**config.mk**
```make
export PLATFORM = sky130hd
export DESIGN_NAME = dcache_way
export DESIGN_NICKNAME = d
export VERILOG_FILES = /design/src/dcache_addr_pkg.sv /design/src/dcache_req_pkg.sv /design/src/dcache_way.sv
export VERILOG_INCLUDE_DIRS = /design/src
export SDC_FILE = /design/constraint.sdc
export NUM_CORES = 2
export LEC_CHECK = 0
export BUFFER_PORTS_ARGS = -buffer_cell sky130_fd_sc_hd__buf_2
export CAP_MARGIN = 10
export CORE_ASPECT_RATIO = 1.25
export CORE_UTILIZATION = 40
export CTS_BUF_LIST = sky130_fd_sc_hd__clkbuf_4 sky130_fd_sc_hd__clkbuf_8 sky130_fd_sc_hd__clkbuf_16
export CTS_CLUSTER_SIZE = 20
export DETAILED_ROUTE_END_ITERATION = 10
export SLEW_MARGIN = 5
export SYNTH_ARGS = -nofsm -noshare
export SYNTH_HDL_FRONTEND = slang
export SYNTH_SLANG_ARGS = --single-unit
```
**constraint.sdc**
```tcl
create_clock -name clk -period 4.4 [get_ports clk]
set_input_delay 0.44 -clock clk [delete_from_list [all_inputs] [get_ports clk]]
set_output_delay 0.44 -clock clk [all_outputs]
set_load 0.1 [all_outputs]
```
**src/dcache_defines.svh**
```systemverilog
`ifndef DCACHE_DEFINES_SVH
`define DCACHE_DEFINES_SVH

// Cache geometry
`define DCACHE_WAYS 4
`define DCACHE_SETS 16
`define DCACHE_LINE_BYTES 16
`define DCACHE_ADDR_WIDTH 32

// Derived widths
`define DCACHE_LINE_WORDS (`DCACHE_LINE_BYTES / 4)
`define DCACHE_LINE_BITS (`DCACHE_LINE_BYTES * 8)
`define DCACHE_SET_BITS $clog2(`DCACHE_SETS)
`define DCACHE_WAY_BITS $clog2(`DCACHE_WAYS)
`define DCACHE_LANE_BITS $clog2(`DCACHE_LINE_WORDS)
`define DCACHE_TAG_BITS (`DCACHE_ADDR_WIDTH - `DCACHE_SET_BITS - `DCACHE_LANE_BITS - 2)

`endif
```
**src/dcache_addr_pkg.sv**
```systemverilog
`include "dcache_defines.svh"

package dcache_addr_pkg;

	typedef logic [`DCACHE_SET_BITS - 1:0] set_idx_t;
	typedef logic [`DCACHE_TAG_BITS - 1:0] tag_t;
	typedef logic [`DCACHE_WAY_BITS - 1:0] way_idx_t;

	// Word position inside a line
	typedef logic [`DCACHE_LANE_BITS - 1:0] lane_idx_t;

	// Byte position inside a word, 0 is the most significant byte
	typedef logic [1:0] byte_off_t;

	// Byte address split into its cache fields
	typedef struct packed {
		tag_t tag;
		set_idx_t set_idx;
		lane_idx_t lane;
		byte_off_t offset;
	} line_addr_t;

endpackage

```
**src/dcache_req_pkg.sv**
```systemverilog
`include "dcache_defines.svh"

package dcache_req_pkg;

	typedef enum logic [1:0] {
		SIZE_BYTE = 2'd0,
		SIZE_HALF = 2'd1,
		SIZE_WORD = 2'd2
	} access_size_t;

	// Scalar load or store from the requester
	typedef struct packed {
		logic [3:0] id;
		logic is_load;
		access_size_t size;
		dcache_addr_pkg::line_addr_t addr;
		logic [31:0] store_value;
	} dcache_req_t;

	// Lookup and store command broadcast to every way
	typedef struct packed {
		logic lookup_valid;
		logic is_load;
		logic [3:0] id;
		dcache_addr_pkg::line_addr_t addr;
		logic [`DCACHE_LINE_BITS - 1:0] store_data;
		logic [`DCACHE_LINE_BYTES - 1:0] store_mask;
	} way_cmd_t;

	// Whole line refill into a chosen way
	typedef struct packed {
		dcache_addr_pkg::way_idx_t way;
		dcache_addr_pkg::set_idx_t set_idx;
		dcache_addr_pkg::tag_t tag;
		logic [`DCACHE_LINE_BITS - 1:0] data;
	} fill_t;

	typedef struct packed {
		logic [3:0] id;
		logic is_load;
		logic hit;
		logic [31:0] load_word;
		logic [`DCACHE_ADDR_WIDTH - 1:0] line_addr;
		dcache_addr_pkg::way_idx_t victim;
	} dcache_resp_t;

endpackage

```
**src/dcache_way.sv**
```systemverilog
`include "dcache_defines.svh"

module dcache_way #(
	parameter int WAY_ID = 0
)(
	input clk,
	input reset,
	input dcache_req_pkg::way_cmd_t cmd,
	input logic fill_cmd_valid,
	input dcache_req_pkg::fill_t fill_cmd,
	output logic hit,
	output logic [31:0] read_word);

	dcache_addr_pkg::tag_t tags[`DCACHE_SETS];
	logic [`DCACHE_LINE_BITS - 1:0] lines[`DCACHE_SETS];
	logic [`DCACHE_SETS - 1:0] line_valid;
	logic fill_this_way;
	logic tag_match;
	logic lookup_hit;
	logic store_en;
	logic [`DCACHE_LINE_BITS - 1:0] lookup_line;
	dcache_addr_pkg::lane_idx_t lane_slot;

	assign fill_this_way = fill_cmd_valid
		&& fill_cmd.way == dcache_addr_pkg::way_idx_t'(WAY_ID);

	// Hit check
	assign tag_match = tags[cmd.addr.set_idx] == cmd.addr.tag;
	assign lookup_hit = cmd.lookup_valid && line_valid[cmd.addr.set_idx] && tag_match;
	assign store_en = lookup_hit && !cmd.is_load;

	assign lookup_line = lines[cmd.addr.set_idx];
	assign lane_slot = dcache_addr_pkg::lane_idx_t'(`DCACHE_LINE_WORDS - 1) - cmd.addr.lane;

	// Tag and line storage with one write per cycle
	always_ff @(posedge clk)
	begin
		if (fill_this_way)
		begin
			tags[fill_cmd.set_idx] <= fill_cmd.tag;
			lines[fill_cmd.set_idx] <= fill_cmd.data;
		end
		else if (store_en)
		begin
			for (int b = 0; b < `DCACHE_LINE_BYTES; b++)
			begin
				if (cmd.store_mask[b])
					lines[cmd.addr.set_idx][b * 8 +: 8] <= cmd.store_data[b * 8 +: 8];
			end
		end
	end

	// Addressed word of this way for the resolver to pick
	always_ff @(posedge clk)
	begin
		read_word <= lookup_line[lane_slot * 32 +: 32];
	end

	always_ff @(posedge clk, posedge reset)
	begin
		if (reset)
		begin
			line_valid <= '0;
			hit <= 1'b0;
		end
		else
		begin
			if (fill_this_way)
				line_valid[fill_cmd.set_idx] <= 1'b1;

			hit <= lookup_hit;
		end
	end

endmodule

```
==> out/metrics.yaml <==
clkTransAtPathRegs_ns: 0.06
hp-class: "in -> reg"
clock-sinks: 2481
fmax_ghz: 0.231
grt_pass1_vias: 49100
vias: 48300
fin_util: 0.481
crit_arrival_ns: 4.95
hold_violations: 0
insertion_delay_ns: 0.88
placed_cell_area_um2: 108000
synth_nets: 4661
powerDensity_nw_per_um2: 432
ys_types: 55
drive_gt1_frac: 0.419
routabilityCongestion: 0.840
avgSynthCellArea_um2: 22.5
cts_buffer_depth: 4
netlist.area_leader.share: 0.752
cp_max_fo: 13
critical_path_required_ns: 5.02
fin_crit_sh: 0.984
synth_area_um2: 97200
slew_headroom: 0.280
status: "finished clean"
yosys.area.top_type: "edfxtp_1"
timing_worst_setup_path_type: "reg -> reg"
reg2reg_to: "lines[15][40]$_DFFE_PP_"
grt-ovfl-total: 0
fp.dieArea_um2: 245000
reg2reg_depth: 15
rsz0062_at_grt: "no"
die_x_um: 443
post-route-drc-count: 0
final_net_count: 5619
antenna_found_initial: 26
max_stage_delay_ns: 0.60
power_leakage_uw: 0.0377
setup.worst_path.end_class: "register"
fp.dieH_um: 553
hold_path.startpoint: "cmd[147]"
num_rows: 201
htree_levels: 4
synth_area_leaders: "edfxtp_1, mux4_2, mux2_2"
root_buffer: "clkbuf_16"
skew_ns: 0.0537
synth_edf_count: 2432
drt-total-wl_um: 260000
synthCells: 4318
cp_common_cell: "buf_4"
yosysSeqAreaShare: 0.763
final_cell_area_um2: 116000
min_period_ns: 4.33
synthArstFlopShare: 0.00685
report.final.slew_viol_count: 0
grt_pass1_wl_um: 366000
holdWs_ns: 0.108
crit_start: "tags[9][6]$_DFFE_PP_"
core_area_um2: 241000
initial_core_util: 0.404
tightest_slew_ns: 1.08
path_delay_family: "buffers and inverters"
ys.warnings.count: 0
ys_ff_latch: 2481
wl_per_cell_um: 30.1
hpwlAfterDp_um: 177000
cts_tree: "built"
path_depth: 15
ant_nets: 0
path_cells: "mux2_2 > o311ai_0 > buf_4 > xnor2_1 > o31ai_1 > buf_4 > nand4_1 > buf_4 > nor4_4 > buf_12 > mux2i_4 > buf_4 > buf_4 > nor2_1 > buf_4"
grt_max_degree: 134
reg2reg_from: "tags[9][6]$_DFFE_PP_"
viasPerCell: 5.60
port_buffers: 369
crit_buf_inv: 7
dr.pass1.iters: 5
synth-main-ff-cell: "edfxtp_1"
startpoint_type: "register"
num_io_pins: 376
cts_buffers: 239
drtIter0Drc: 4886
syn_to_final_growth_pct: 19.0
worstSetupEndpoint: "lines[15][40]$_DFFE_PP_"
ir_drop_uv: 324
cpMaxStageDelayCell: "o311ai_0"
final-setup-viol-count: 0
maxCapViolations: 0
r2r_slack_ns: 0.07
total_power_uw: 50000
track_usage: 0.210
[worst register-to-register path: stages, from the launching register on]
cell and delay [ns]:
edfxtp_1 0.35, mux2_2 0.27, o311ai_0 0.60, buf_4 0.23, xnor2_1 0.06, o31ai_1 0.20
buf_4 0.18, nand4_1 0.09, buf_4 0.17, nor4_4 0.43, buf_12 0.26, mux2i_4 0.47
buf_4 0.26, buf_4 0.22, nor2_1 0.09, buf_4 0.19
[worst min path at each step]
stage	slack (ns)	depth (start not counted)	end
floorplan	0.37	1	hit$_DFF_PP0_
global placement	0.44	1	line_valid[4]$_DFFE_PP0P_
detailed placement	0.45	1	line_valid[4]$_DFFE_PP0P_
CTS	0.04	2	read_word[31]$_DFF_P_
global route	0.07	2	read_word[31]$_DFF_P_
finish	0.11	2	read_word[31]$_DFF_P_
[flip-flops by register name (all words and copies together), names as in the netlist]
name	cells
lines	2048
line_valid	16
read_word	32
tags	384
hit	1
[kinds of logic (layout without fill, tap and decap cells)]
group | Yosys count | in the layout | synth area share
simple gates | 459 | 459 | 0.0202
other cells | 0 | 11 | 0
mux | 975 | 975 | 0.195
flops | 2481 | 2481 | 0.763
buf+inv | 260 | 1413 | 0.0115
compound gates | 121 | 121 | 0.00877
xor+xnor | 22 | 22 | 0.00198
[metal layers]
| metal | part of all wire | global-route usage |
|---|---|---|
| met5 | 0.00044 | 0 |
| met4 | 0.030 | 0.0649 |
| met1 | 0.40 | 0.283 |
| met2 | 0.50 | 0.350 |
| met3 | 0.069 | 0.0350 |
[cells in the mapped netlist, types with 3 or more instances]
cell / count
a211oi_1: 11
a21oi_1: 10
a221oi_1: 10
a22o_1: 3
a22oi_1: 6
a31oi_1: 22
and3_1: 3
buf_1: 36
buf_2: 74
buf_4: 10
clkbuf_1: 128
dfrtp_1: 17
dfxtp_1: 32
edfxtp_1: 2432
inv_1: 9
mux2_2: 171
mux2i_1: 87
mux4_2: 717
nand2_1: 44
nand2b_1: 14
nand3_1: 8
nand4_1: 7
nor2_1: 317
nor2b_1: 17
nor3_1: 12
nor4_1: 5
o21ai_0: 12
o221ai_1: 5
o22ai_1: 21
o31ai_1: 4
or2_2: 20
or3_1: 4
xnor2_1: 12
xor2_1: 10
[layout make-up]
| cell class | instances | area [µm²] |
|---|---|---|
| inverters | 10 | 40.0 |
| well taps | 3146 | 3940 |
| diodes | 11 | 27.5 |
| repair buffers | 967 | 7430 |
| clock buffers | 293 | 6500 |
| flip-flops and latches | 2481 | 74100 |
| clock inverters | 143 | 1220 |
| fillers | 19400 | 125000 |
| multi-input cells | 1577 | 22400 |
[repair_timing]
item                                    in CTS  in global routing
hold endpoints to repair                   401                  0
hold buffers                                25                  0
pin swaps                                    1                  1
endpoints found under the setup margin     112                205
resized for setup                           15                  2
buffers inserted                             0                  1
[through the flow]
stage / setup slack [ns] / cells / setup TNS (ns)
finish: 0.0696 / 8628 / 0
global route: 0.00592 / 8625 / 0
CTS: 0.0884 / 8616 / 0
detailed placement: -0.734 / 8155 / -1597.18
global placement: -0.651 / 8155 / -1256.20
floorplan: 0.398 / 4318 / 0
[cell usage in the layout (no fill, tap or decap), types with 6 or more instances in the layout]
cell | netlist | final
buf_4 | 10 | 494
bufinv_16 | 0 | 21
a21oi_1 | 10 | 8
edfxtp_1 | 2432 | 2432
xnor2_1 | 12 | 12
clkbuf_4 | 0 | 43
or2_2 | 20 | 20
xor2_1 | 10 | 10
a211oi_1 | 11 | 7
nor2_2 | 0 | 12
nand2_1 | 44 | 44
dlygate4sd3_1 | 0 | 25
a22oi_1 | 6 | 6
inv_1 | 9 | 9
nor2b_1 | 17 | 17
clkbuf_16 | 0 | 243
nor3_1 | 12 | 11
a31oi_2 | 0 | 6
nor2_1 | 317 | 287
dfrtp_1 | 17 | 17
nand3_1 | 8 | 8
dfxtp_1 | 32 | 32
o21ai_0 | 12 | 12
a31oi_1 | 22 | 16
nand2b_1 | 14 | 14
mux2_2 | 171 | 171
clkinv_2 | 0 | 52
clkinv_1 | 0 | 58
mux2i_4 | 0 | 16
o22ai_1 | 21 | 21
mux4_2 | 717 | 717
buf_2 | 74 | 364
nor2_4 | 0 | 18
buf_12 | 0 | 79
a221oi_1 | 10 | 10
nand4_1 | 7 | 7
diode_2 | 0 | 11
clkbuf_8 | 0 | 7
mux2i_1 | 87 | 71
[report_power, final]
part           internal, µW  switching, µW  leakage [µW]
Clock                 11700           8720       0.00387
Sequential            26200           98.4        0.0224
Combinational          1280           2070        0.0115
Power figures use the tool's default switching activity.
