$ cat src/dcache_defines.svh
`ifndef DCACHE_DEFINES_SVH
`define DCACHE_DEFINES_SVH

// Cache geometry
`define DCACHE_WAYS 4
`define DCACHE_SETS 16
`define DCACHE_LINE_BYTES 16
`define DCACHE_ADDR_WIDTH 32

// Derived widths
`define DCACHE_LINE_WORDS (`DCACHE_LINE_BYTES / 4)
`define DCACHE_LINE_BITS (`DCACHE_LINE_BYTES * 8)
`define DCACHE_SET_BITS $clog2(`DCACHE_SETS)
`define DCACHE_WAY_BITS $clog2(`DCACHE_WAYS)
`define DCACHE_LANE_BITS $clog2(`DCACHE_LINE_WORDS)
`define DCACHE_TAG_BITS (`DCACHE_ADDR_WIDTH - `DCACHE_SET_BITS - `DCACHE_LANE_BITS - 2)

`endif
$ cat src/dcache_addr_pkg.sv
`include "dcache_defines.svh"

package dcache_addr_pkg;

	typedef logic [`DCACHE_SET_BITS - 1:0] set_idx_t;
	typedef logic [`DCACHE_TAG_BITS - 1:0] tag_t;
	typedef logic [`DCACHE_WAY_BITS - 1:0] way_idx_t;

	// Word position inside a line
	typedef logic [`DCACHE_LANE_BITS - 1:0] lane_idx_t;

	// Byte position inside a word, 0 is the most significant byte
	typedef logic [1:0] byte_off_t;

	// Byte address split into its cache fields
	typedef struct packed {
		tag_t tag;
		set_idx_t set_idx;
		lane_idx_t lane;
		byte_off_t offset;
	} line_addr_t;

endpackage

$ cat src/dcache_req_pkg.sv
`include "dcache_defines.svh"

package dcache_req_pkg;

	typedef enum logic [1:0] {
		SIZE_BYTE = 2'd0,
		SIZE_HALF = 2'd1,
		SIZE_WORD = 2'd2
	} access_size_t;

	// Scalar load or store from the requester
	typedef struct packed {
		logic [3:0] id;
		logic is_load;
		access_size_t size;
		dcache_addr_pkg::line_addr_t addr;
		logic [31:0] store_value;
	} dcache_req_t;

	// Lookup and store command broadcast to every way
	typedef struct packed {
		logic lookup_valid;
		logic is_load;
		logic [3:0] id;
		dcache_addr_pkg::line_addr_t addr;
		logic [`DCACHE_LINE_BITS - 1:0] store_data;
		logic [`DCACHE_LINE_BYTES - 1:0] store_mask;
	} way_cmd_t;

	// Whole line refill into a chosen way
	typedef struct packed {
		dcache_addr_pkg::way_idx_t way;
		dcache_addr_pkg::set_idx_t set_idx;
		dcache_addr_pkg::tag_t tag;
		logic [`DCACHE_LINE_BITS - 1:0] data;
	} fill_t;

	typedef struct packed {
		logic [3:0] id;
		logic is_load;
		logic hit;
		logic [31:0] load_word;
		logic [`DCACHE_ADDR_WIDTH - 1:0] line_addr;
		dcache_addr_pkg::way_idx_t victim;
	} dcache_resp_t;

endpackage

$ cat src/dcache_store_align.sv
`include "dcache_defines.svh"

module dcache_store_align(
	input clk,
	input reset,
	input logic req_valid,
	input dcache_req_pkg::dcache_req_t req,
	output logic req_ready,
	input logic fill_valid,
	input dcache_req_pkg::fill_t fill,
	output dcache_req_pkg::way_cmd_t cmd,
	output logic fill_cmd_valid,
	output dcache_req_pkg::fill_t fill_cmd,
	output logic lookup_valid,
	output dcache_req_pkg::dcache_resp_t lookup_info);

	logic accept;
	logic [31:0] word_data;
	logic [3:0] word_mask;
	dcache_addr_pkg::lane_idx_t lane_slot;
	dcache_addr_pkg::line_addr_t line_base;

	// A fill owns the shared write path for its whole cycle
	assign req_ready = !fill_valid;
	assign accept = req_valid && req_ready;
	assign fill_cmd_valid = fill_valid;
	assign fill_cmd = fill;

	// Lane 0 sits in the top bits of the line
	assign lane_slot = dcache_addr_pkg::lane_idx_t'(`DCACHE_LINE_WORDS - 1) - req.addr.lane;

	// Big-endian placement, mask bit 3 is byte offset 0
	always_comb
	begin
		case (req.size)
			dcache_req_pkg::SIZE_BYTE:
			begin
				word_data = {4{req.store_value[7:0]}};
				word_mask = 4'b1000 >> req.addr.offset;
			end

			dcache_req_pkg::SIZE_HALF:
			begin
				word_data = {2{req.store_value[15:0]}};
				word_mask = req.addr.offset[1] ? 4'b0011 : 4'b1100;
			end

			dcache_req_pkg::SIZE_WORD:
			begin
				word_data = req.store_value;
				word_mask = 4'b1111;
			end

			default:
			begin
				word_data = req.store_value;
				word_mask = 4'b0000;
			end
		endcase
	end

	always_comb
	begin
		cmd.lookup_valid = accept;
		cmd.is_load = req.is_load;
		cmd.id = req.id;
		cmd.addr = req.addr;

		// Same word in every lane, the mask picks the target lane
		cmd.store_data = {`DCACHE_LINE_WORDS{word_data}};
		cmd.store_mask = '0;
		if (!req.is_load)
			cmd.store_mask[lane_slot * 4 +: 4] = word_mask;
	end

	always_comb
	begin
		line_base = req.addr;
		line_base.lane = '0;
		line_base.offset = '0;
	end

	always_ff @(posedge clk, posedge reset)
	begin
		if (reset)
			lookup_valid <= 1'b0;
		else
			lookup_valid <= accept;
	end

	// Hit, data and victim are filled in by the resolver
	always_ff @(posedge clk)
	begin
		if (accept)
		begin
			lookup_info.id <= req.id;
			lookup_info.is_load <= req.is_load;
			lookup_info.hit <= 1'b0;
			lookup_info.load_word <= '0;
			lookup_info.line_addr <= line_base;
			lookup_info.victim <= '0;
		end
	end

	assert property (@(posedge clk) disable iff (reset)
		accept && !req.is_load |-> cmd.store_mask != '0);

endmodule

$ cat config.mk
export PLATFORM = sky130hd
export DESIGN_NAME = dcache_store_align
export DESIGN_NICKNAME = d
export VERILOG_FILES = /design/src/dcache_addr_pkg.sv /design/src/dcache_req_pkg.sv /design/src/dcache_store_align.sv
export VERILOG_INCLUDE_DIRS = /design/src
export SDC_FILE = /design/constraint.sdc
export NUM_CORES = 1
export LEC_CHECK = 0
export BUFFER_PORTS_ARGS = -buffer_cell sky130_fd_sc_hd__buf_2
export CAP_MARGIN = 40
export CORE_AREA = 2 2 253 255
export DETAILED_ROUTE_END_ITERATION = 7
export DIE_AREA = 0 0 255 257
export GPL_ROUTABILITY_DRIVEN = 0
export PLACE_DENSITY = 0.3
export SYNTH_ARGS = -nofsm -noshare
export SYNTH_HDL_FRONTEND = slang
export SYNTH_SLANG_ARGS = --single-unit
$ cat constraint.sdc
create_clock -name clk -period 3.2 [get_ports clk]
set_input_delay 0.32 -clock clk [delete_from_list [all_inputs] [get_ports clk]]
set_output_delay 0.32 -clock clk [all_outputs]
set_load 0.02 [all_outputs]
==> flow_summary.toml, run 1 <==
[pwr]
switchingPower_mw = 0.610
clkPwrFrac_pct = 27.7
ir_drop_mv = 0.182
switching_share_pct = 38.0
intPower_mw = 0.994
p_per_area_nw_per_um2 = 355
power_frac_comb_pct = 39.4
p_leak_nw = 2.04
pwr-share-seq_pct = 32.9

[worst_setup_path]
critPathBufInv = 2
cp_max_fo = 12
path_delay_family = "buffers and inverters"
slowest_stage = "o21ai_0"
path_cells = "buf_2, mux2i_1, o21ai_0, buf_2"
critPathCaptureType = "output pin"
crit_path_frequent_cell = "buf_2"
cp.required_ps = 2880
max_stage_delay_ps = 510
path_class = "input port to output pin"
cp.arrival_ps = 1720
startpoint_type = "input port"

[sta]
fin_crit_sh_pct = 63.8
slew_headroom_pct = 44.6
setup_viol = 0
final-hold-violation-count = 0
hold_ws_ps = 233
slew_violations = 0
max_clock_freq_mhz = 490
fin_tns_setup_ps = 0
fin_crit_ps = 2040
worstMarginPinSlew_ps = 827
rsz0062_at_grt = "false"

[global_routing]
grt_pass1_wl_mm = 14.7
grt_max_degree = 29
grtUsageTotal_pct = 3.07
grt_overflow = 0
grt_pass1_vias = 2183
grt_most_used_layer = "met2"
met1_usage_pct = 2.79
antenna_found_initial = 0
met2_usage_pct = 5.04
grt.met3_usage_pct = 1.99

[logic_synthesis]
syn_area_um2 = 4270
synth_fa_ha_area_share_pct = 1.47
synth_largest_area_cell = "buf_4"
netlist_instances = 462
avgSynthCellArea_um2 = 9.24
yosysWarningCount = 0
synthArstFlopShare_pct = 2.94
synth-simple-area-share_pct = 4.69
synth-seq-cells = 34
synth.top_cells.by_area = "buf_4 60%, edfxtp_1 23%, mux2_4 4.2%"
synth_xor_area_share_pct = 0
synth_edf_count = 33
synth.most_common_cell = "buf_4"
synth_compound_area_share_pct = 1.76
synthDistinctLibCells = 25
synth_top_family_by_area = "buffers and inverters"
synth_common_cells = "340 x buf_4, 33 x edfxtp_1, 18 x nor2_1, 12 x mux2_4, 9 x nand2_1"
post_synth_mux_area_share_pct = 7.15
yosysTopAreaCellShare_pct = 59.8
ys_seq_area_share_pct = 23.8
ys.flop_type = "edfxtp_1"

[clocking]
cts-resized-gates = 0
root_buffer = "clkbuf_16"
numCtsBuffers = 5
cts_tree = "built"
clock-sinks = 34
clock_path_buffers = 2
cts.clk_slew.worst_paths_ps = 50
cts.htree.levels = 2

[min_path]
holdPathEnd = "lookup_info[15]"
holdCritPathClass = "input port to flip-flop"
min-delay-start = "req[45]"
min_path_cells = 1

[drt]
drtIter0Drc = 69
antenna_left = 0
drc = 0
vias = 2602
vias_per_cell = 2.00
wl_mm = 11.9
avgRoutedWirePerCell_um = 9.09
first_pass_iters = 4

[floorplan]
rows = 92
core-area_um2 = 62700
die_x_um = 255
io_pins = 648
initial_core_util_pct = 6.80
die_area_um2 = 65500
die_y_um = 257

[cells_and_area]
nets = 696
drive_gt1_share_pct = 71.2
diodes = 0
n_fill_cell = 7369
area_delta_synth_final_pct = 5.77

[run]
cap_violations = 0

[placement]
dp_hpwl_mm = 10.3
port_buffers = 292

[status]
outcome = "complete, no violations"
[layer usage]
metal	share of wire [%]	vias to the layer above	routed length (µm)
li1	-	1077	-
met1	32	1110	3760
met2	46	388	5430
met3	18	27	2140
met4	4.4	0	521
met5	0	-	0
[state kept, by name, summed over array words and instances (netlist names)]
register,count
lookup_valid,1
lookup_info,33
[timing repair]
action	in CTS	in global routing
setup buffers	0	0
hold buffers	1	0
hold endpoints to repair	1	0
endpoints found under the setup margin	0	0
[power by group through the flow]
| stage | logic (mW) | clock network, mW | registers (mW) |
|---|---|---|---|
| floorplan | 0.824 | 0 | 0.578 |
| global placement | 0.648 | 0 | 0.537 |
| detailed placement | 0.639 | 0 | 0.537 |
| CTS | 0.642 | 0.461 | 0.529 |
| global route | 0.674 | 0.476 | 0.531 |
| finish | 0.632 | 0.443 | 0.528 |
[cell usage in the layout, fill, tap and decap left out]
cell	n
a21oi_2	4
and2b_4	1
and4bb_2	1
buf_12	1
buf_2	292
buf_4	1
clkbuf_16	5
clkinv_2	2
conb_1	39
dfrtp_1	1
dlygate4sd3_1	1
edfxtp_1	33
ha_1	5
inv_1	4
mux2_2	4
mux2_4	12
mux2i_1	8
nand2_1	9
nand2b_4	1
nand3_1	1
nand3b_1	1
nand4_1	1
nor2_1	18
nor2_8	1
nor2b_1	1
nor2b_2	1
nor3_1	1
o21ai_0	8
or2_1	1
[cell families after synthesis]
kind of cell,after synthesis
buffers and inverters,348
other,1
AND/OR/NAND/NOR,38
adder cells (fa/ha/maj),5
multiplexers,24
AO/OA/AOI/OAI,12
flip-flops,34
[how the worst max path moves through the flow]
stage | start | endpoint | slack [ps] | depth (start not counted)
finish | req[64] | cmd[78] | 1160 | 4
global route | req[64] | cmd[104] | 1040 | 4
CTS | req[64] | cmd[104] | 1070 | 4
detailed placement | req[64] | cmd[104] | 1080 | 4
global placement | req[64] | cmd[104] | 1090 | 4
floorplan | fill_valid | cmd[181] | 650 | 2
[layout make-up]
cell class                      count  area (µm²)  area share, %
Sequential cell                    34        1020           22.5
Inverter                            4        15.0          0.333
Clock inverter                      2        10.0          0.222
Multi-Input combinational cell    118         792           17.5
Clock buffer                        5         125           2.77
Timing Repair Buffer              295        1500           33.2
Tap cell                          846        1060           23.4
[stage by stage]
stage / setup slack [ps] / cells / area, µm² / utilization [%] / power [mW]
after floorplan: 648 / 500 / 4410 / - / 1.40
after detailed placement: 1080 / 1296 / 4370 / 6.97 / 1.18
after global placement: 1090 / 1296 / 4370 / 6.97 / 1.18
final: 1160 / 1304 / 4520 / 7.20 / 1.60
after CTS: 1070 / 1304 / 4520 / 7.20 / 1.63
after global routing: 1040 / 1304 / 4520 / 7.20 / 1.68
Note: power is estimated with default switching activity, not from simulation.
==> inputs of run 2 (changes only) <==
clock period = 2.1 ns   (was 3.2 ns; I/O delays follow)
==> run 2 against run 1 <==
Non-clock buffer count grew 8. Critical endpoint is now cmd[45]. Clock power increased by 120%. Highest routed layer is now met5. Critical path type unchanged. Cell area increased by 2.7%. Largest power group unchanged.
==> flow_summary.toml, run 2 (synthesis gave the netlist of run 1 again) <==
[global_routing]
grt_max_degree = 20
grt_pass1_wl_mm = 16.7
grt_overflow = 0
grtUsageTotal_pct = 3.69
grt_pass1_vias = 2356
antenna_found_initial = 5

[worst_setup_path]
path_class = "input port to output pin"
cp_max_fo = 12
critPathCaptureType = "output pin"
startpoint_type = "input port"
cp.arrival_ps = 1640
cp.required_ps = 1890

[placement]
post-place-ws_ps = 2.32
place_area_um2 = 4440
dp_hpwl_mm = 11.9
port_buffers = 292

[sta]
fin_crit_ps = 1850
worstMarginPinSlew_ps = 544
setup_viol = 0
slew_violations = 0
final-hold-violation-count = 0
slew_headroom_pct = 63.7
hold_ws_ps = 111
fin_tns_setup_ps = 0
layout_setup_ws_ps = 254
fin_crit_sh_pct = 87.9
max_clock_freq_mhz = 542
rsz0062_at_grt = "false"

[clocking]
cts.htree.levels = 2
cts_tree = "built"
clock_path_buffers = 2
cts.clk_slew.worst_paths_ps = 60
numCtsBuffers = 5
root_buffer = "clkbuf_16"
post_cts_buffers = 0
clock-sinks = 34

[cells_and_area]
multiInputGateArea_um2 = 797
mostFrequentLayoutCell = "buf_2"
reg_top3 = "lookup_info x33, lookup_valid x1"
ff_latch_area_um2 = 1020
max_flop_register = "lookup_info"
nets = 704
final_cell_mix = "292 x buf_2, 39 x conb_1, 33 x edfxtp_1, 18 x nor2_1, 12 x mux2_4"
area_delta_synth_final_pct = 8.68
final_core_util_pct = 7.40
diodes = 0
fin_area_um2 = 4640
drive_gt1_share_pct = 71.7
n_fill_cell = 7348
largest_reg_flops = 33

[floorplan]
rows = 92
die_area_um2 = 65500
initial_core_util_pct = 6.80
io_pins = 648
die_y_um = 257
die_x_um = 255
core-area_um2 = 62700

[drt]
drtIter0Drc = 95
first_pass_iters = 4
vias_per_cell = 2.01
drc = 0
vias = 2636
wl_mm = 13.6
avgRoutedWirePerCell_um = 10.4
antenna_left = 0

[pwr]
p_leak_nw = 2.11
ir_drop_mv = 0.418
p_per_area_nw_per_um2 = 598

[status]
outcome = "complete, no violations"

[run]
cap_violations = 0

[min_path]
holdPathEnd = "lookup_info[19]"
holdCritPathClass = "input port to flip-flop"
min_path_cells = 1
min-delay-start = "req[49]"
==> run 2: changes by cell type in the layout (fill, tap and decap cells not counted), sizes merged <==
| cell | previous run | this run |
|---|---|---|
| clkinv | 2 | 1 |
| buf | 294 | 302 |
| bufinv | 0 | 2 |
==> run 2: final cells by class <==
| cell class | count | area share [%] |
|---|---|---|
| repair buffers | 303 | 33.6 |
| clock buffers | 5 | 2.70 |
| clock inverters | 3 | 1.48 |
| inverters | 4 | 0.324 |
| multi-input cells | 118 | 17.2 |
| flip-flops and latches | 34 | 21.9 |
| well taps | 846 | 22.8 |
==> run 2: worst max-delay path by stage <==
stage / endpoint / slack [ps] / startpoint
after global placement: cmd[137] / 2 / req[64]
after floorplan: cmd[181] / 440 / req_valid
final: cmd[45] / 250 / req[64]
after CTS: cmd[45] / 160 / req[64]
after global routing: cmd[137] / 150 / req[64]
after detailed placement: cmd[137] / 2 / req[64]
==> run 2: power by group <==
part           switching (mW)  internal (mW)  total, mW
Combinational           0.684          0.304      0.989
Clock                   0.297          0.682      0.979
Sequential             0.0122          0.795      0.807
==> run 2: stage by stage <==
stage               power [mW]  cells
floorplan                 2.14    500
global route              2.93   1313
CTS                       2.85   1313
global placement          1.84   1304
detailed placement        1.83   1304
finish                    2.77   1313
==> run 2: repair_timing <==
item / 4_1_cts / 5_1_grt
gates resized for setup: 1 / 0
setup endpoints to repair: 3 / 0
endpoints found under the hold margin: 1 / 0
hold buffers: 1 / 0
==> run 2: layer usage <==
layer	track usage, %	vias to the layer above	share of wire (%)
li1	-	1095	-
met2	6.09	407	45
met4	2.11	2	3.8
met3	2.46	31	17
met5	0	-	0.074
met1	3.38	1101	34
==> run 2: worst max-delay path, stage by stage <==
cell	delay, ps
buf_2	440
mux2i_1	530
o21ai_0	240
buf_2	210
==> inputs of run 3 (changes only) <==
CORE_AREA = 2 2 249 251   (was 2 2 253 255)
DIE_AREA = 0 0 251 253   (was 0 0 255 257)
SKIP_CTS_REPAIR_TIMING = 1   (was unset)
clock period = 2.3 ns   (was 2.1 ns; I/O delays follow)
==> run 3 against run 2 <==
Clock power is 36% lower. Routed wire length down 5.4%. Worst setup slack improved by 170 ps. Clock-buffer cell count increased by 1. Final cell count shrank 3.8%. Die area decreased by 3.1%. Combinational power decreased by 8.4%. Total power down 18%. Cell area fell by 2.0%. Sequential power decreased by 9.0%. Critical path type unchanged. Largest power group unchanged.
==> flow_summary.toml, run 3 (synthesis gave the netlist of run 1 again) <==
[status]
outcome = "complete, no violations"

[sta]
hold_ws_ps = 143
setup_viol = 0
worstMarginPinSlew_ps = 624
slew_headroom_pct = 58.3
fin_crit_ps = 1870
fin_crit_sh_pct = 81.5
rsz0062_at_grt = "false"
max_clock_freq_mhz = 534
slew_violations = 0
final-hold-violation-count = 0
fin_tns_setup_ps = 0

[cells_and_area]
drive_gt1_share_pct = 71.7
reg_top3 = "lookup_info x33, lookup_valid x1"
mostFrequentLayoutCell = "buf_2"
nets = 707
area_delta_synth_final_pct = 6.45
largest_reg_flops = 33
final_cell_mix = "292 x buf_2, 39 x conb_1, 33 x edfxtp_1, 18 x nor2_1"
n_fill_cell = 7198
max_flop_register = "lookup_info"

[worst_setup_path]
crit_end = "cmd[1]"
cp.required_ps = 2070
critPathCaptureType = "output pin"
path_delay_family = "simple AND/OR/NAND/NOR gates"
slowest_stage = "ha_1"
critPathBufInv = 3
cp_max_fo = 8
crit_path_frequent_cell = "buf_2"
path_class = "input port to output pin"
cp.arrival_ps = 1640
startpoint_type = "input port"
path_cells = "buf_2, inv_1, ha_1, and4bb_2, nand2_1, nor2_1, buf_2"
crit_cells = 7
setup.worst_path.start = "req[34]"
max_stage_delay_ps = 340

[pwr]
power_frac_comb_pct = 39.9
p_per_area_nw_per_um2 = 499
intPower_mw = 1.41
pwr-share-seq_pct = 32.4
p_leak_nw = 2.10
ir_drop_mv = 0.253
switching_share_pct = 38.1
switchingPower_mw = 0.864
clkPwrFrac_pct = 27.7

[placement]
dp_hpwl_mm = 11.4
port_buffers = 292

[floorplan]
initial_core_util_pct = 7.00
die_x_um = 251
rows = 91
die_area_um2 = 63500
core-area_um2 = 61000
io_pins = 648
die_y_um = 253

[drt]
drtIter0Drc = 47
drc = 0
avgRoutedWirePerCell_um = 10.2
vias = 2664
first_pass_iters = 3
wl_mm = 12.9
antenna_left = 0
vias_per_cell = 2.11

[global_routing]
antenna_found_initial = 1
grt_max_degree = 29
grt_pass1_wl_mm = 15.6
grt_overflow = 0
grt_pass1_vias = 2275
grtUsageTotal_pct = 3.51

[clocking]
numCtsBuffers = 5
cts_tree = "built"
root_buffer = "clkbuf_16"
cts.htree.levels = 2
clock_path_buffers = 2
cts.clk_slew.worst_paths_ps = 50
clock-sinks = 34

[min_path]
holdCritPathClass = "input port to flip-flop"

[run]
cap_violations = 0
run 3: cell count changes in the layout (fill, tap and decap cells not counted), sizes merged:
cell / delta
bufinv: -2
clkinv: +1
buf: +3
clkbuf: +1
diode: +3
run 3: worst min-delay path by stage:
stage          startpoint         endpoint  slack [ps]  cells after the start
5_1_grt           req[60]  lookup_info[30]         140                      1
4_1_cts             reset     lookup_valid        -230                      2
2_1_floorplan       reset     lookup_valid         -40                      1
6_report          req[49]  lookup_info[19]         140                      1
3_5_place_dp        reset     lookup_valid          60                      2
3_3_place_gp        reset     lookup_valid          70                      2
run 3: metal layers:
layer	GRT usage (%)	share of wire (%)	vias up
met5	0	0	-
li1	-	-	1100
met1	3.16	34	1135
met4	1.70	2.7	0
met3	2.16	17	24
met2	6.18	47	405
run 3: area by class of cell:
class,count,area (µm²),share of cell area (%)
repair buffers,306,1580,34.8
multi-input cells,118,797,17.5
well taps,790,988,21.8
flip-flops and latches,34,1020,22.4
diodes,3,7.51,0.165
inverters,4,15.0,0.330
clock buffers,6,129,2.84
clock inverters,2,10.0,0.220
run 3: power by group through the flow:
stage / Clock [mW] / Combinational (mW) / Sequential [mW]
detailed placement: 0 / 0.917 / 0.747
global route: 0.675 / 0.958 / 0.738
finish: 0.630 / 0.906 / 0.734
global placement: 0 / 0.926 / 0.747
floorplan: 0 / 1.15 / 0.803
CTS: 0.655 / 0.920 / 0.735
run 3: through the flow:
step                std cells  utilization [%]  total power, mW  setup WS, ps  instance area [µm²]
finish                   1263             7.45             2.27           426                 4540
global route             1260             7.43             2.37           300                 4540
CTS                      1259             7.42             2.31           335                 4530
detailed placement       1251             7.19             1.66           340                 4390
global placement         1251             7.19             1.67           347                 4390
floorplan                 500                -             1.95           603                 4410
